## src/verilog/nx_pkg.sv

```systemverilog
/*
 * Shared definitions for the 8-bit accumulator datapath
 * Data and address widths, select and ALU-operation codes,
 * and the control word, flag and status structures
 */
package nx_pkg;

    // ----------------------------------------
    // Widths
    // ----------------------------------------
    localparam int DATA_W = 8;   // Data byte
    localparam int ADDR_W = 16;  // 64 KiB address space

    typedef logic [DATA_W-1:0] data_t;
    typedef logic [ADDR_W-1:0] addr_t;

    // ----------------------------------------
    // Select and operation codes
    // ----------------------------------------
    typedef enum logic [1:0] {
        SEL_RDM = 2'b00,  // Operand address fetched into RDM
        SEL_PC  = 2'b01,  // Instruction fetch
        SEL_SP  = 2'b10   // Stack access
    } addr_sel_e;

    typedef enum logic [1:0] {
        WD_AC    = 2'b00,  // STA, PUSH
        WD_X     = 2'b01,  // STX
        WD_PC_LO = 2'b10,  // CALL return address, low byte
        WD_PC_HI = 2'b11   // CALL return address, high byte
    } wdata_sel_e;

    typedef enum logic [1:0] {
        AC_ALU = 2'b00,
        AC_MEM = 2'b01,  // LDA, LDI, POP
        AC_X   = 2'b10   // TXA
    } ac_sel_e;

    typedef enum logic [3:0] {
        OP_PASS_B = 4'h0,
        OP_ADD    = 4'h1,
        OP_ADC    = 4'h2,
        OP_SUB    = 4'h3,
        OP_AND    = 4'h4,
        OP_OR     = 4'h5,
        OP_XOR    = 4'h6,
        OP_NOT    = 4'h7,
        OP_SHL    = 4'h8,
        OP_SHR    = 4'h9
    } alu_op_e;

    // ----------------------------------------
    // Control word, one per cycle
    // ----------------------------------------
    typedef struct packed {
        logic       pc_inc;
        logic       pc_load;      // Wins over pc_inc
        logic       sp_inc;
        logic       sp_dec;       // Wins over sp_inc
        logic       rem_load;
        logic       rdm_load_lo;
        logic       rdm_load_hi;
        logic       ri_load;
        logic       ac_load;
        logic       x_load;       // Wins over x_inc
        logic       x_inc;
        logic       x_from_ac;    // TAX source
        logic       nz_load;
        logic       c_load;
        logic       indexed;      // mem_addr = REM + X
        addr_sel_e  addr_sel;
        wdata_sel_e wdata_sel;
        ac_sel_e    ac_sel;
        alu_op_e    alu_op;
        logic       alu_b_one;    // ALU B is constant 1
    } ctrl_t;

    typedef struct packed {
        logic n;
        logic z;
        logic c;
    } flags_t;

    // Register view for the control unit
    typedef struct packed {
        addr_t pc;
        addr_t sp;
        data_t ac;
        data_t x;
    } status_t;

endpackage
```

## src/verilog/nx_acc_unit.sv

```systemverilog
/*
 * Accumulator unit
 * Holds AC, the X index register and the NZC flags,
 * with the AC and X input selects
 */
`timescale 1ns/1ns

module nx_acc_unit (
    input  logic           clk,
    input  logic           reset,
    input  nx_pkg::ctrl_t  ctrl,
    input  nx_pkg::data_t  mem_data_in,
    input  nx_pkg::data_t  alu_result,
    input  logic           alu_carry,
    output nx_pkg::data_t  ac,
    output nx_pkg::data_t  x,
    output nx_pkg::flags_t flags
);
    import nx_pkg::*;

    data_t ac_in;   // Also feeds N and Z
    data_t x_in;

    // ----------------------------------------
    // Input selects
    // ----------------------------------------
    always_comb begin
        case (ctrl.ac_sel)
            AC_MEM:  ac_in = mem_data_in;  // Loads and pops
            AC_X:    ac_in = x;            // TXA
            default: ac_in = alu_result;
        endcase
    end

    assign x_in = ctrl.x_from_ac ? ac : mem_data_in;  // TAX or LDX

    // ----------------------------------------
    // Registers
    // ----------------------------------------
    always_ff @(posedge clk or posedge reset) begin
        if (reset) begin
            ac <= '0;
        end else if (ctrl.ac_load) begin
            ac <= ac_in;
        end
    end

    // Load has priority over increment
    always_ff @(posedge clk or posedge reset) begin
        if (reset) begin
            x <= '0;
        end else if (ctrl.x_load) begin
            x <= x_in;
        end else if (ctrl.x_inc) begin
            x <= x + data_t'(1);           // INX, wraps at 8 bits
        end
    end

    // N/Z and C load separately, CMP touches only some of them
    always_ff @(posedge clk or posedge reset) begin
        if (reset) begin
            flags <= '0;
        end else begin
            if (ctrl.nz_load) begin
                flags.n <= ac_in[DATA_W-1];  // Sign bit
                flags.z <= (ac_in == '0);
            end
            if (ctrl.c_load)
                flags.c <= alu_carry;
        end
    end

endmodule

```

## src/verilog/nx_addr_unit.sv

```systemverilog
/*
 * Address unit
 * Holds PC, SP, REM, RDM and RI, forms the memory address
 * with optional X indexing and picks the memory write byte
 */
`timescale 1ns/1ns

module nx_addr_unit #(
    parameter nx_pkg::addr_t SP_INIT = 16'h00FF
) (
    input  logic           clk,
    input  logic           reset,
    input  nx_pkg::ctrl_t  ctrl,
    input  nx_pkg::data_t  mem_data_in,
    input  nx_pkg::data_t  ac,
    input  nx_pkg::data_t  x,
    output nx_pkg::addr_t  pc,
    output nx_pkg::addr_t  sp,
    output nx_pkg::data_t  ri,
    output nx_pkg::addr_t  mem_addr,
    output nx_pkg::data_t  mem_data_out
);
    import nx_pkg::*;

    addr_t rem;       // Memory address register
    addr_t rdm;       // Two-byte data register
    addr_t rem_in;    // REM source after addr_sel
    addr_t x_ext;     // X zero-extended to address width

    // ----------------------------------------
    // Program counter and stack pointer
    // ----------------------------------------
    always_ff @(posedge clk or posedge reset) begin
        if (reset) begin
            pc <= '0;
        end else if (ctrl.pc_load) begin
            pc <= rdm;                    // Jump target from RDM
        end else if (ctrl.pc_inc) begin
            pc <= pc + addr_t'(1);
        end
    end

    always_ff @(posedge clk or posedge reset) begin
        if (reset) begin
            sp <= SP_INIT;
        end else if (ctrl.sp_dec) begin
            sp <= sp - addr_t'(1);        // Push: pre-decrement
        end else if (ctrl.sp_inc) begin
            sp <= sp + addr_t'(1);        // Pop: post-increment
        end
    end

    // ----------------------------------------
    // REM, RDM and RI
    // ----------------------------------------
    always_comb begin
        case (ctrl.addr_sel)
            SEL_PC:  rem_in = pc;
            SEL_SP:  rem_in = sp;
            default: rem_in = rdm;
        endcase
    end

    always_ff @(posedge clk or posedge reset) begin
        if (reset) begin
            rem <= '0;
        end else if (ctrl.rem_load) begin
            rem <= rem_in;
        end
    end

    // Low and high bytes fill independently, for 16-bit operand fetch
    always_ff @(posedge clk or posedge reset) begin
        if (reset) begin
            rdm <= '0;
        end else begin
            if (ctrl.rdm_load_lo)
                rdm[DATA_W-1:0] <= mem_data_in;
            if (ctrl.rdm_load_hi)
                rdm[ADDR_W-1:DATA_W] <= mem_data_in;
        end
    end

    always_ff @(posedge clk or posedge reset) begin
        if (reset) begin
            ri <= '0;
        end else if (ctrl.ri_load) begin
            ri <= rdm[DATA_W-1:0];        // Opcode byte
        end
    end

    // ----------------------------------------
    // Memory address and write data
    // ----------------------------------------
    assign x_ext    = {{(ADDR_W-DATA_W){1'b0}}, x};
    assign mem_addr = ctrl.indexed ? rem + x_ext : rem;  // Wraps modulo 2^16

    always_comb begin
        case (ctrl.wdata_sel)
            WD_X:     mem_data_out = x;
            WD_PC_LO: mem_data_out = pc[DATA_W-1:0];
            WD_PC_HI: mem_data_out = pc[ADDR_W-1:DATA_W];
            default:  mem_data_out = ac;
        endcase
    end

endmodule

```

## src/verilog/nx_alu.sv

```systemverilog
/*
 * Combinational ALU with carry
 * Add, add with carry, subtract, logic ops, invert and shifts
 */
`timescale 1ns/1ns

module nx_alu (
    input  nx_pkg::data_t   a,
    input  nx_pkg::data_t   b,
    input  nx_pkg::alu_op_e op,
    input  logic            carry_in,
    output nx_pkg::data_t   result,
    output logic            carry_out
);
    import nx_pkg::*;

    logic [DATA_W:0] sum;   // Extra bit holds the carry
    logic [DATA_W:0] diff;

    assign sum  = {1'b0, a} + {1'b0, b} + ((op == OP_ADC) ? {{DATA_W{1'b0}}, carry_in} : '0);
    assign diff = {1'b0, a} - {1'b0, b};

    always_comb begin
        result    = b;
        carry_out = 1'b0;
        case (op)
            OP_ADD, OP_ADC: begin
                result    = sum[DATA_W-1:0];
                carry_out = sum[DATA_W];
            end
            OP_SUB: begin
                result    = diff[DATA_W-1:0];
                carry_out = ~diff[DATA_W];   // Set when no borrow
            end
            OP_AND: result = a & b;
            OP_OR:  result = a | b;
            OP_XOR: result = a ^ b;
            OP_NOT: result = ~a;
            OP_SHL: begin
                result    = {a[DATA_W-2:0], 1'b0};
                carry_out = a[DATA_W-1];     // Bit shifted out
            end
            OP_SHR: begin
                result    = {1'b0, a[DATA_W-1:1]};
                carry_out = a[0];
            end
            default: begin
                // PASS_B and unused codes
                result    = b;
                carry_out = 1'b0;
            end
        endcase
    end

endmodule

```

## src/verilog/nx_datapath.sv

```systemverilog
/*
 * Datapath top level
 * Wires the address unit, accumulator unit and ALU,
 * and collects the register view for the control unit
 */
`timescale 1ns/1ns

module nx_datapath #(
    parameter nx_pkg::addr_t SP_INIT = 16'h00FF
) (
    input  logic            clk,
    input  logic            reset,
    input  nx_pkg::ctrl_t   ctrl,
    input  nx_pkg::data_t   mem_data_in,
    output nx_pkg::addr_t   mem_addr,
    output nx_pkg::data_t   mem_data_out,
    output nx_pkg::data_t   ri,
    output nx_pkg::flags_t  flags,
    output nx_pkg::status_t status
);
    import nx_pkg::*;

    // ----------------------------------------
    // Internal wires
    // ----------------------------------------
    addr_t pc;
    addr_t sp;
    data_t ac;
    data_t x;
    data_t alu_b;         // Memory byte or constant 1
    data_t alu_result;
    logic  alu_carry;

    assign alu_b = ctrl.alu_b_one ? data_t'(1) : mem_data_in;  // INC/DEC use 1

    nx_addr_unit #(
        .SP_INIT(SP_INIT)
    ) u_addr (
        .clk(clk), .reset(reset), .ctrl(ctrl), .mem_data_in(mem_data_in),
        .ac(ac), .x(x), .pc(pc), .sp(sp), .ri(ri),
        .mem_addr(mem_addr), .mem_data_out(mem_data_out)
    );

    nx_acc_unit u_acc (
        .clk(clk), .reset(reset), .ctrl(ctrl), .mem_data_in(mem_data_in),
        .alu_result(alu_result), .alu_carry(alu_carry),
        .ac(ac), .x(x), .flags(flags)
    );

    nx_alu u_alu (
        .a(ac), .b(alu_b), .op(ctrl.alu_op), .carry_in(flags.c),
        .result(alu_result), .carry_out(alu_carry)
    );

    // Register view
    assign status.pc = pc;
    assign status.sp = sp;
    assign status.ac = ac;
    assign status.x  = x;

endmodule

```

## config.mk

```make
export PLATFORM = sky130hd
export DESIGN_NAME = nx_datapath
export DESIGN_NICKNAME = d
export VERILOG_FILES = /design/src/verilog/nx_pkg.sv /design/src/verilog/nx_acc_unit.sv /design/src/verilog/nx_addr_unit.sv /design/src/verilog/nx_alu.sv /design/src/verilog/nx_datapath.sv
export SDC_FILE = /design/constraint.sdc
export NUM_CORES = 1
export LEC_CHECK = 0
export ABC_AREA = 1
export BUFFER_PORTS_ARGS = -buffer_cell sky130_fd_sc_hd__buf_2
export CORE_ASPECT_RATIO = 0.8
export CORE_MARGIN = 2
export CORE_UTILIZATION = 59
export CTS_BUF_LIST = sky130_fd_sc_hd__clkbuf_8
export CTS_CLUSTER_DIAMETER = 100
export CTS_CLUSTER_SIZE = 16
export DETAILED_ROUTE_END_ITERATION = 10
export PLACE_DENSITY_LB_ADDON = 0.25
export SLEW_MARGIN = 20
export SYNTH_ARGS = -nofsm -noshare
export SYNTH_HDL_FRONTEND = slang
export SYNTH_SLANG_ARGS = --single-unit
```

## constraint.sdc

```tcl
create_clock -name clk -period 3.75 [get_ports clk]
set_input_delay 0.375 -clock clk [delete_from_list [all_inputs] [get_ports clk]]
set_output_delay 0.375 -clock clk [all_outputs]
set_load 0.02 [all_outputs]
```

==> impl_metrics.tcl, run 1 <==
set metrics [dict create \
    post-place-ws_ps 939.9 \
    cts-htree-levels 3 \
    cap_viol_max_count 0 \
    syn_area_per_cell_um2 6.904 \
    ys_dominant_reg_cell "dfrtp_1" \
    drt.antenna.violating_nets 0 \
    timing.final.max_slew_violations 0 \
    finalHoldViolations 0 \
    worstMarginPinSlew_ps 796.2 \
    syn2layout_area_growth_pct 12.09 \
    floorplan_core_area_mm2 0.01216 \
    synth_edf_count 0 \
    finish.net_count 1265 \
    minimum_clock_period_ps 3139 \
    timing.reg2reg.worst_path_depth 14 \
    cts_root_buf "clkbuf_8" \
    synthTopCellsByArea "dfrtp_1 (28%), nand2_1 (14%), ha_1 (8.8%), inv_1 (7.2%), a21oi_1 (6.0%)" \
    syn-cell-area_mm2 0.007367 \
    detailroute.via_count 7848 \
    clk_pin_slew_ps 90 \
    synth_fp_nets 1160 \
    gpl.final_weighted_congestion 0.9941 \
    initial_standard_cell_utilization_of_the_core_pct 60.58 \
    post-dp-hpwl_um 18910 \
    layout-drive-gt1-share_pct 14.53 \
    worst-endpoint-arrival_ps 2760 \
    totalNegativeSetupSlack_ps 0 \
    cts_tree "built" \
    crit_path_max_incr_delay_ps 510 \
    final_min_period_over_clock_period_pct 83.71 \
    antenna_cells_inserted 0 \
    crit_path_max_fanout 6 \
    critical_path_buf_inv_count 3 \
    drc 0 \
    critical_path.top_delay_family "simple AND/OR/NAND/NOR gates" \
    tritoncts_sink_count 91 \
    fill_cells 1104 \
    tritoncts.num_buffers 9 \
    yosys.area.top_type "dfrtp_1" \
    max-clock-path-buffers 2 \
    seq_area_frac_synth_pct 31.05 \
    grt_start_max_net_pins 43 \
    groute.usage.overall_pct 36.31 \
    io_buffer_count 118 \
    synthesis.instances 1067 \
    synth_top_area_share_pct 28.19 \
    final.setup.worst_slack_ps 611.0 \
    most_frequent_standard_cell_in_the_layout_excluding_fill_and_tap_cells "nand2_1" \
    setup_repair_after_global_routing_missed_its_margin "no" \
    ys_async_sr_fraction_pct 100.0 \
    post_cts.repair.setup_buffers 0 \
    status "completed" \
    critical_path.reg2reg.endpoint "u_acc.flags[1]$_DFFE_PP0P_" \
    yosysUniqueCellTypes 44 \
    pwr_density_cell_mw_per_mm2 524.7 \
    drt_iter0_markers 1018 \
    holdBufCountCts 0 \
    setup.worst_path.start_class "register" \
    cp_slowest_cell "dfrtp_1" \
    layout_common_cells "nand2_1 (266), inv_1 (143), buf_2 (118)" \
    die_w_um 128.9 \
    std_cell_rows 36 \
    ys.warnings.count 0 \
    ys_seq_elements 91 \
    antenna_found_initial 0 \
    wirelength_um 24130 \
    final-setup-viol-count 0 \
    grt_first_pass_wirelength_um 37450 \
    achievable-frequency_mhz 318.6 \
    post_route_clock_skew_ps 10.59 \
    detail_route.wl_per_cell_um 18.15 \
    overflow 0 \
    timing.slew.headroom_pct 46.73 \
    worstPathCellList "ha_1, inv_1, fa_1, inv_1, nand3_1, nand2_1, nand4_1, o211ai_1, nand2_1, nor2_1, nand3_1, xor2_1, buf_2" \
    timing.rr.start "u_acc.ac[2]$_DFFE_PP0P_" \
    floorplan.die_area_mm2 0.01340 \
    setup.worst_path.end_class "output port" \
    resized_gates_after_cts 0 \
    top_level_ports 119 \
    worstSetupPathType "reg2out" \
    min-delay-path-class "in2async" \
    grt_pass1_vias 6832 \
    register_to_register_path_setup_slack_ps 1140 \
    clock_insertion_delay_at_the_later_pin_of_the_skew_report_ps 380 \
    die_height_um 103.9 \
    max-vdd-ir-drop_v 0.0004656 \
    whs_ps 83.45 \
    overall_power_after_layout_uw 4333 \
    leakage_uw 0.004201 \
    detail_route.vias_per_cell 5.905 \
    first_pass_iters 6 \
    worst_ep_required_time_ps 3380 \
]
layer usage:
metal	global-route usage, %	wire length (um)	vias to the layer above
li1	-	-	3753
met1	57.91	10760	3534
met2	45.12	9119	499
met3	12.76	3529	62
met4	10.48	712	0
met5	0	0	-
layout make-up:
class	instances	area [um^2]	share of cell area (%)
Tap cell	152	190.2	2.303
Sequential cell	91	2287	27.70
Clock buffer	10	137.6	1.667
Timing Repair Buffer	123	628.1	7.606
Clock inverter	6	58.81	0.7121
Multi-Input combinational cell	803	4414	53.45
Inverter	144	541.8	6.561
stage by stage:
| stage | std cells | area (um^2) | util (%) |
|---|---|---|---|
| 2_1_floorplan | 1067 | 7367 | - |
| 3_5_place_dp | 1313 | 8061 | 66.29 |
| 4_1_cts | 1329 | 8258 | 67.90 |
| 3_3_place_gp | 1313 | 8061 | 66.29 |
| 5_1_grt | 1329 | 8258 | 67.90 |
| 6_report | 1329 | 8258 | 67.90 |
kinds of logic (layout without fill, tap and decap cells):
logic type      count (synthesis)  count (layout)  synth area share (%)
simple gates                  468             468                 26.61
compound gates                244             244                 18.87
buf+inv                       173             283                 9.035
flops                          91              91                 31.05
fa+ha+maj                      57              57                 10.19
xor+xnor                       28              28                 3.329
mux                             6               6                0.9171
sequential cells by signal, indices dropped and copies added (netlist names):
name	count
u_acc.ac	8
u_acc.flags	3
u_acc.x	8
u_addr.pc	16
u_addr.rdm	16
u_addr.rem	16
u_addr.ri	8
u_addr.sp	16
power breakdown:
part	total, uW	switching (uW)	internal (uW)
combinational	2180	1430	748
sequential	1490	269	1220
clock	670	349	322
worst max path at each step:
stage | start | to | slack, ps | cells past startpoint
after floorplan | reset | u_acc.ac[0]$_DFFE_PP0P_ | 1020 | 1
after global placement | ctrl[0] | u_acc.flags[1]$_DFFE_PP0P_ | 950 | 18
after detailed placement | ctrl[0] | u_acc.flags[1]$_DFFE_PP0P_ | 940 | 18
after CTS | u_acc.x[0]$_DFFE_PP0P_ | mem_addr[14] | 610 | 13
after global routing | u_acc.x[0]$_DFFE_PP0P_ | mem_addr[14] | 370 | 13
final | u_acc.x[0]$_DFFE_PP0P_ | mem_addr[14] | 610 | 13
cells in the mapped netlist (3+ instances only):
cell type,count
nor2_1,103
nand3_2,4
xor2_1,23
o31ai_1,3
o2111ai_1,7
inv_1,142
mux2_2,6
o21ai_0,83
o21ai_1,3
o221ai_1,8
nand4_1,11
a22oi_1,6
xnor2_1,5
a31oi_1,7
dfrtp_1,83
clkbuf_1,23
nand3_1,63
a21oi_1,89
fa_1,5
buf_2,4
dfstp_2,8
o22ai_1,16
nor3_1,4
o211ai_1,15
nand2_1,266
ha_1,52
or2_2,7
No activity file was read; power rests on OpenSTA's default activity.
==> inputs of run 2 (changes only) <==
==> constraint.sdc (replaced) <==
create_clock -name clk -period 3.1 [get_ports clk]
set_input_delay 0.31 -clock clk [delete_from_list [all_inputs] [get_ports clk]]
set_output_delay 0.31 -clock clk [all_outputs]
set_load 0.02 [all_outputs]
==> run 2 against run 1 <==
The flow now finishes with violations (hold timing). Via count is 1.3% higher. Die area is the same. Clock skew increased by 0.97 ps. Utilization up 0.64 points. Critical path depth is 1 lower. Critical endpoint unchanged. Largest cell class unchanged.
==> impl_metrics.tcl, run 2 (synthesis results as in run 1) <==
set metrics [dict create \
    status "finished with violations" \
    failed_checks "hold timing" \
    holdBufCountCts 0 \
    groute.usage.overall_pct 35.98 \
    cts_tree "built" \
    initial_standard_cell_utilization_of_the_core_pct 60.58 \
    p_sw_share_pct 48.35 \
    syn2layout_area_growth_pct 13.15 \
    layout_common_cells "nand2_1 (265), inv_1 (141), buf_2 (117)" \
    detailroute.via_count 7952 \
    layout-drive-gt1-share_pct 15.75 \
    timing.reg2reg.worst_path_depth 11 \
    achievable-frequency_mhz 345.0 \
    timing.slew.headroom_pct 49.40 \
    detailroute.wirelength.met2_um 9441 \
    post-dp-hpwl_um 18870 \
    die_w_um 128.9 \
    clk_pin_slew_ps 100 \
    detail_route.vias_per_cell 5.939 \
    floorplan.die_area_mm2 0.01340 \
    max-vdd-ir-drop_v 0.0006200 \
    crit_path_max_incr_delay_ps 470 \
    met1Wirelength_um 10940 \
    post_route_clock_skew_ps 11.56 \
    setup_repair_after_global_routing_missed_its_margin "no" \
    finish.net_count 1275 \
    gpl.final_weighted_congestion 1.034 \
    drt.antenna.violating_nets 0 \
    timing.final.max_slew_violations 0 \
    tritoncts.num_buffers 9 \
    die_height_um 103.9 \
    io_buffer_count 118 \
    leakage_uw 0.004226 \
    pwr_density_cell_mw_per_mm2 628.4 \
    cts-htree-levels 3 \
    drc 0 \
    totalNegativeSetupSlack_ps 0 \
    std_cell_rows 36 \
    dr_wl_met3_um 3410 \
    register_to_register_path_setup_slack_ps 530 \
    floorplan_core_area_mm2 0.01216 \
    worst_ep_required_time_ps 2790 \
    timing.rr.start "u_acc.ac[5]$_DFFE_PP0P_" \
    worst-endpoint-arrival_ps 2590 \
    combPwrFrac_pct 51.6 \
    power.share.sequential_pct 34.2 \
    final-setup-viol-count 0 \
    detail_route.wl_per_cell_um 18.09 \
    setup.worst_path.end_class "output port" \
    grt_pass1_vias 6931 \
    worstMarginPinSlew_ps 756.2 \
    finalCoreUtilization_pct 68.54 \
    whs_ps -11.40 \
    min-delay-path-class "in2async" \
    cts_root_buf "clkbuf_8" \
    first_pass_iters 6 \
    finalHoldViolations 12 \
    antenna_cells_inserted 0 \
    worstPathCellList "inv_1, fa_1, inv_1, nand3_1, nand2_2, nand4_1, o211ai_1, nand2_1, nor2_2, nand3_1, xor2_1, buf_4" \
    max-clock-path-buffers 2 \
    wirelength_um 24220 \
    clock_insertion_delay_at_the_later_pin_of_the_skew_report_ps 380 \
    worstSetupPathType "reg2out" \
    minimum_clock_period_ps 2898 \
    tritoncts_sink_count 91 \
    top_level_ports 119 \
    antenna_found_initial 0 \
    cp_slowest_cell "dfrtp_2" \
    crit_path_max_fanout 6 \
    power.clock.fraction_pct 14.2 \
    topRoutingLayerUsed "met4" \
    grt_start_max_net_pins 55 \
    p_int_uw 2705 \
    cap_viol_max_count 0 \
    critical_path.reg2reg.endpoint "u_acc.flags[0]$_DFFE_PP0P_" \
    grt_first_pass_wirelength_um 37340 \
    final_min_period_over_clock_period_pct 93.49 \
    setup.worst_path.start_class "register" \
    overflow 0 \
    drt_iter0_markers 1189 \
    most_frequent_standard_cell_in_the_layout_excluding_fill_and_tap_cells "nand2_1" \
    power.switching_uw 2533 \
]
run 2: worst max-delay path, delay by kind of cell, from the launching register on:
family          cells  cell delay (ps)
xor+xnor            1              150
buf+inv             3              400
simple gates        6              600
fa+ha+maj           1              450
flops               1              470
compound gates      1              150
run 2: through the flow:
stage          worst slack [ps]  area (um^2)  std cells  total power, uW  hold WS [ps]
6_report                  201.7         8335       1339             5238        -11.40
2_1_floorplan             439.6         7367       1067             3571         406.4
5_1_grt                   21.06         8335       1339             5609         38.46
3_3_place_gp              437.0         8119       1319             4360         417.3
3_5_place_dp              374.7         8119       1319             4401         419.6
4_1_cts                   22.27         8295       1335             5148         8.186
run 2: power by group through the flow:
stage                     registers [uW]  logic, uW  clock network (uW)
after floorplan                     1940       1630                   0
after global routing                1820       2980                 809
after detailed placement            1800       2600                   0
after global placement              1790       2570                   0
after CTS                           1780       2630                 745
final                               1790       2700                 746
run 2: timing repair:
| action | CTS | global route |
|---|---|---|
| resized for setup | 0 | 5 |
| buffers inserted | 0 | 4 |
| endpoints found under the setup margin | 0 | 2 |
run 2: final cells by class:
cell class,count,area [um^2]
fillers,1062,3826
clock inverters,7,52.55
multi-input cells,803,4419
repair buffers,133,718.2
clock buffers,9,123.9
flip-flops and latches,91,2290
inverters,144,541.8
well taps,152,190.2
run 2: layer usage:
metal	vias to the layer above	track usage (%)
met5	-	0
met4	0	8.152
met3	41	10.60
met2	537	46.52
met1	3610	58.01
li1	3764	-
run 2: worst max-delay path by stage:
stage / start / endpoint / cells past startpoint
2_1_floorplan: reset / u_acc.ac[0]$_DFFE_PP0P_ / 1
3_3_place_gp: ctrl[0] / u_acc.flags[0]$_DFFE_PP0P_ / 13
3_5_place_dp: ctrl[0] / u_acc.flags[1]$_DFFE_PP0P_ / 18
4_1_cts: u_acc.x[0]$_DFFE_PP0P_ / mem_addr[14] / 13
5_1_grt: u_acc.x[1]$_DFFE_PP0P_ / mem_addr[14] / 12
6_report: u_acc.x[1]$_DFFE_PP0P_ / mem_addr[14] / 12
==> inputs of run 3 (changes only) <==
--- a/config.mk
+++ b/config.mk
@@ -10,7 +10,7 @@
 export CORE_ASPECT_RATIO = 0.8
 export CORE_MARGIN = 2
 export CORE_UTILIZATION = 59
-export CTS_BUF_LIST = sky130_fd_sc_hd__clkbuf_8
+export CTS_BUF_LIST = sky130_fd_sc_hd__clkbuf_4
 export CTS_CLUSTER_DIAMETER = 100
 export CTS_CLUSTER_SIZE = 16
 export DETAILED_ROUTE_END_ITERATION = 10
==> run 3 against run 2 <==
The flow now finishes without violations. Design area is 0.20% lower. Die area is the same. Critical path depth rose by 1. Setup slack worse by 60 ps. Register-to-register slack about the same. Worst hold slack improved by 26 ps. Clock skew increased by 7.9 ps. Sequential share of layout area grew 0.084 points. Non-clock buffer count rose by 2. Utilization is 0.13 points lower.
==> impl_metrics.tcl, run 3 (synthesis results as in run 1) <==
set metrics [dict create \
    status "completed" \
    worstMarginPinSlew_ps 771.3 \
    min-delay-path-class "in2reg" \
    wirelength_um 24190 \
    minimum_clock_period_ps 2959 \
    max-clock-path-buffers 2 \
    achievable-frequency_mhz 338.0 \
    max-vdd-ir-drop_v 0.0006218 \
    grt_first_pass_wirelength_um 37450 \
    totalNegativeSetupSlack_ps 0 \
    drt_iter0_markers 1079 \
    setup_repair_after_global_routing_missed_its_margin "no" \
    whs_ps 14.57 \
    timing.final.max_slew_violations 0 \
    setup.worst_path.start_class "register" \
    io_buffer_count 118 \
    antenna_found_initial 0 \
    post_route_clock_skew_ps 19.44 \
    finalCoreUtilization_pct 68.41 \
    final_min_period_over_clock_period_pct 95.44 \
    cts_root_buf "clkbuf_4" \
    clock_insertion_delay_at_the_later_pin_of_the_skew_report_ps 470 \
    layout-drive-gt1-share_pct 16.40 \
    cap_viol_max_count 0 \
    post-dp-hpwl_um 18870 \
    clk_pin_slew_ps 150 \
    finalHoldViolations 0 \
    leakage_uw 0.004203 \
    die_w_um 128.9 \
    setup.worst_path.end_class "output port" \
    crit_path_max_fanout 7 \
    overflow 0 \
    worst_ep_required_time_ps 2790 \
    drc 0 \
    initial_standard_cell_utilization_of_the_core_pct 60.58 \
    cts-htree-levels 3 \
    worstSetupPathType "reg2out" \
    final-setup-viol-count 0 \
    die_height_um 103.9 \
    groute.usage.overall_pct 36.09 \
    cts_tree "built" \
    syn2layout_area_growth_pct 12.92 \
    floorplan_core_area_mm2 0.01216 \
    most_frequent_standard_cell_in_the_layout_excluding_fill_and_tap_cells "nand2_1" \
    detailroute.via_count 7960 \
    floorplan.die_area_mm2 0.01340 \
    tritoncts.num_buffers 9 \
    detail_route.vias_per_cell 5.936 \
    antenna_cells_inserted 0 \
    top_level_ports 119 \
    gpl.final_weighted_congestion 1.034 \
    grt_pass1_vias 6979 \
    layout_common_cells "nand2_1 (265), inv_1 (140), buf_2 (117)" \
    pwr_density_cell_mw_per_mm2 612.8 \
    grt_start_max_net_pins 55 \
    first_pass_iters 6 \
    detail_route.wl_per_cell_um 18.04 \
    timing.slew.headroom_pct 48.39 \
    tritoncts_sink_count 91 \
    std_cell_rows 36 \
    worst-endpoint-arrival_ps 2650 \
    drt.antenna.violating_nets 0 \
    finish.net_count 1277 \
]
run 3: cell types whose count changed in the layout (fill, tap and decap cells not counted), sizes merged:
cell,change
buf,+1
dlygate4sd3,+1
run 3: final cells by class:
cell class	count	area (um^2)
multi-input combinational	803	4439
clock buffer	9	67.56
timing repair buffer	135	735.7
inverter	144	541.8
fill	1067	3842
sequential	91	2292
tap	152	190.2
clock inverter	7	52.55
run 3: metrics by stage:
stage,power (uW),area (um^2),setup slack [ps],cells
CTS,4999,8259,16.56,1337
detailed placement,4401,8119,374.7,1319
finish,5098,8319,141.5,1341
global route,5472,8319,2.833,1341
global placement,4360,8119,437.0,1319
floorplan,3571,7367,439.6,1067
run 3: worst paths after layout:
kind / cells after the start / from / slack (ps) / to
setup / recovery: 13 / u_acc.x[6]$_DFFE_PP0P_ / 140 / mem_addr[15]
max in group asynchronous: 4 / reset / 1950 / u_acc.x[4]$_DFFE_PP0P_
setup reg to reg: 15 / u_acc.ac[0]$_DFFE_PP0P_ / 530 / u_acc.flags[1]$_DFFE_PP0P_
hold / removal: 2 / ctrl[12] / 10 / u_acc.flags[0]$_DFFE_PP0P_
min in group asynchronous: 3 / reset / 440 / u_addr.ri[2]$_DFFE_PP0P_
hold reg to reg: 2 / u_addr.rdm[5]$_DFFE_PP0P_ / 510 / u_addr.pc[5]$_DFFE_PP0P_
run 3: power by group:
group	total, uW	internal [uW]	switching (uW)	leakage [uW]
Sequential	1790	1470	318	0.00107
Clock	597	166	431	0.0000546
Combinational	2710	950	1760	0.00308
Total	5100	2590	2510	0.00420
run 3: timing repair:
action                                 in CTS  in global routing
pin swaps                                   0                  4
endpoints found under the hold margin      29                  0
setup endpoints to repair                   2                  3
hold buffers                                1                  0
gates resized for setup                     2                 11
setup buffers                               1                  4
run 3: critical path: stages, from the launching register on:
cell and delay [ps]:
dfrtp_1 530, ha_1 450, nand2_1 70, nor2_1 80, nand2_1 60, nand3_1 110
a21oi_1 100, inv_1 80, nand2_1 80, nor2_1 170, nand3_1 100, xor2_1 150
inv_1 50, buf_2 150
run 3: per-layer routing:
| metal | track usage (%) | vias up | wire length, um |
|---|---|---|---|
| li1 | - | 3778 | - |
| met2 | 46.79 | 516 | 9385 |
| met5 | 0 | - | 0 |
| met3 | 11.42 | 49 | 3368 |
| met4 | 8.929 | 0 | 489 |
| met1 | 57.29 | 3617 | 10940 |
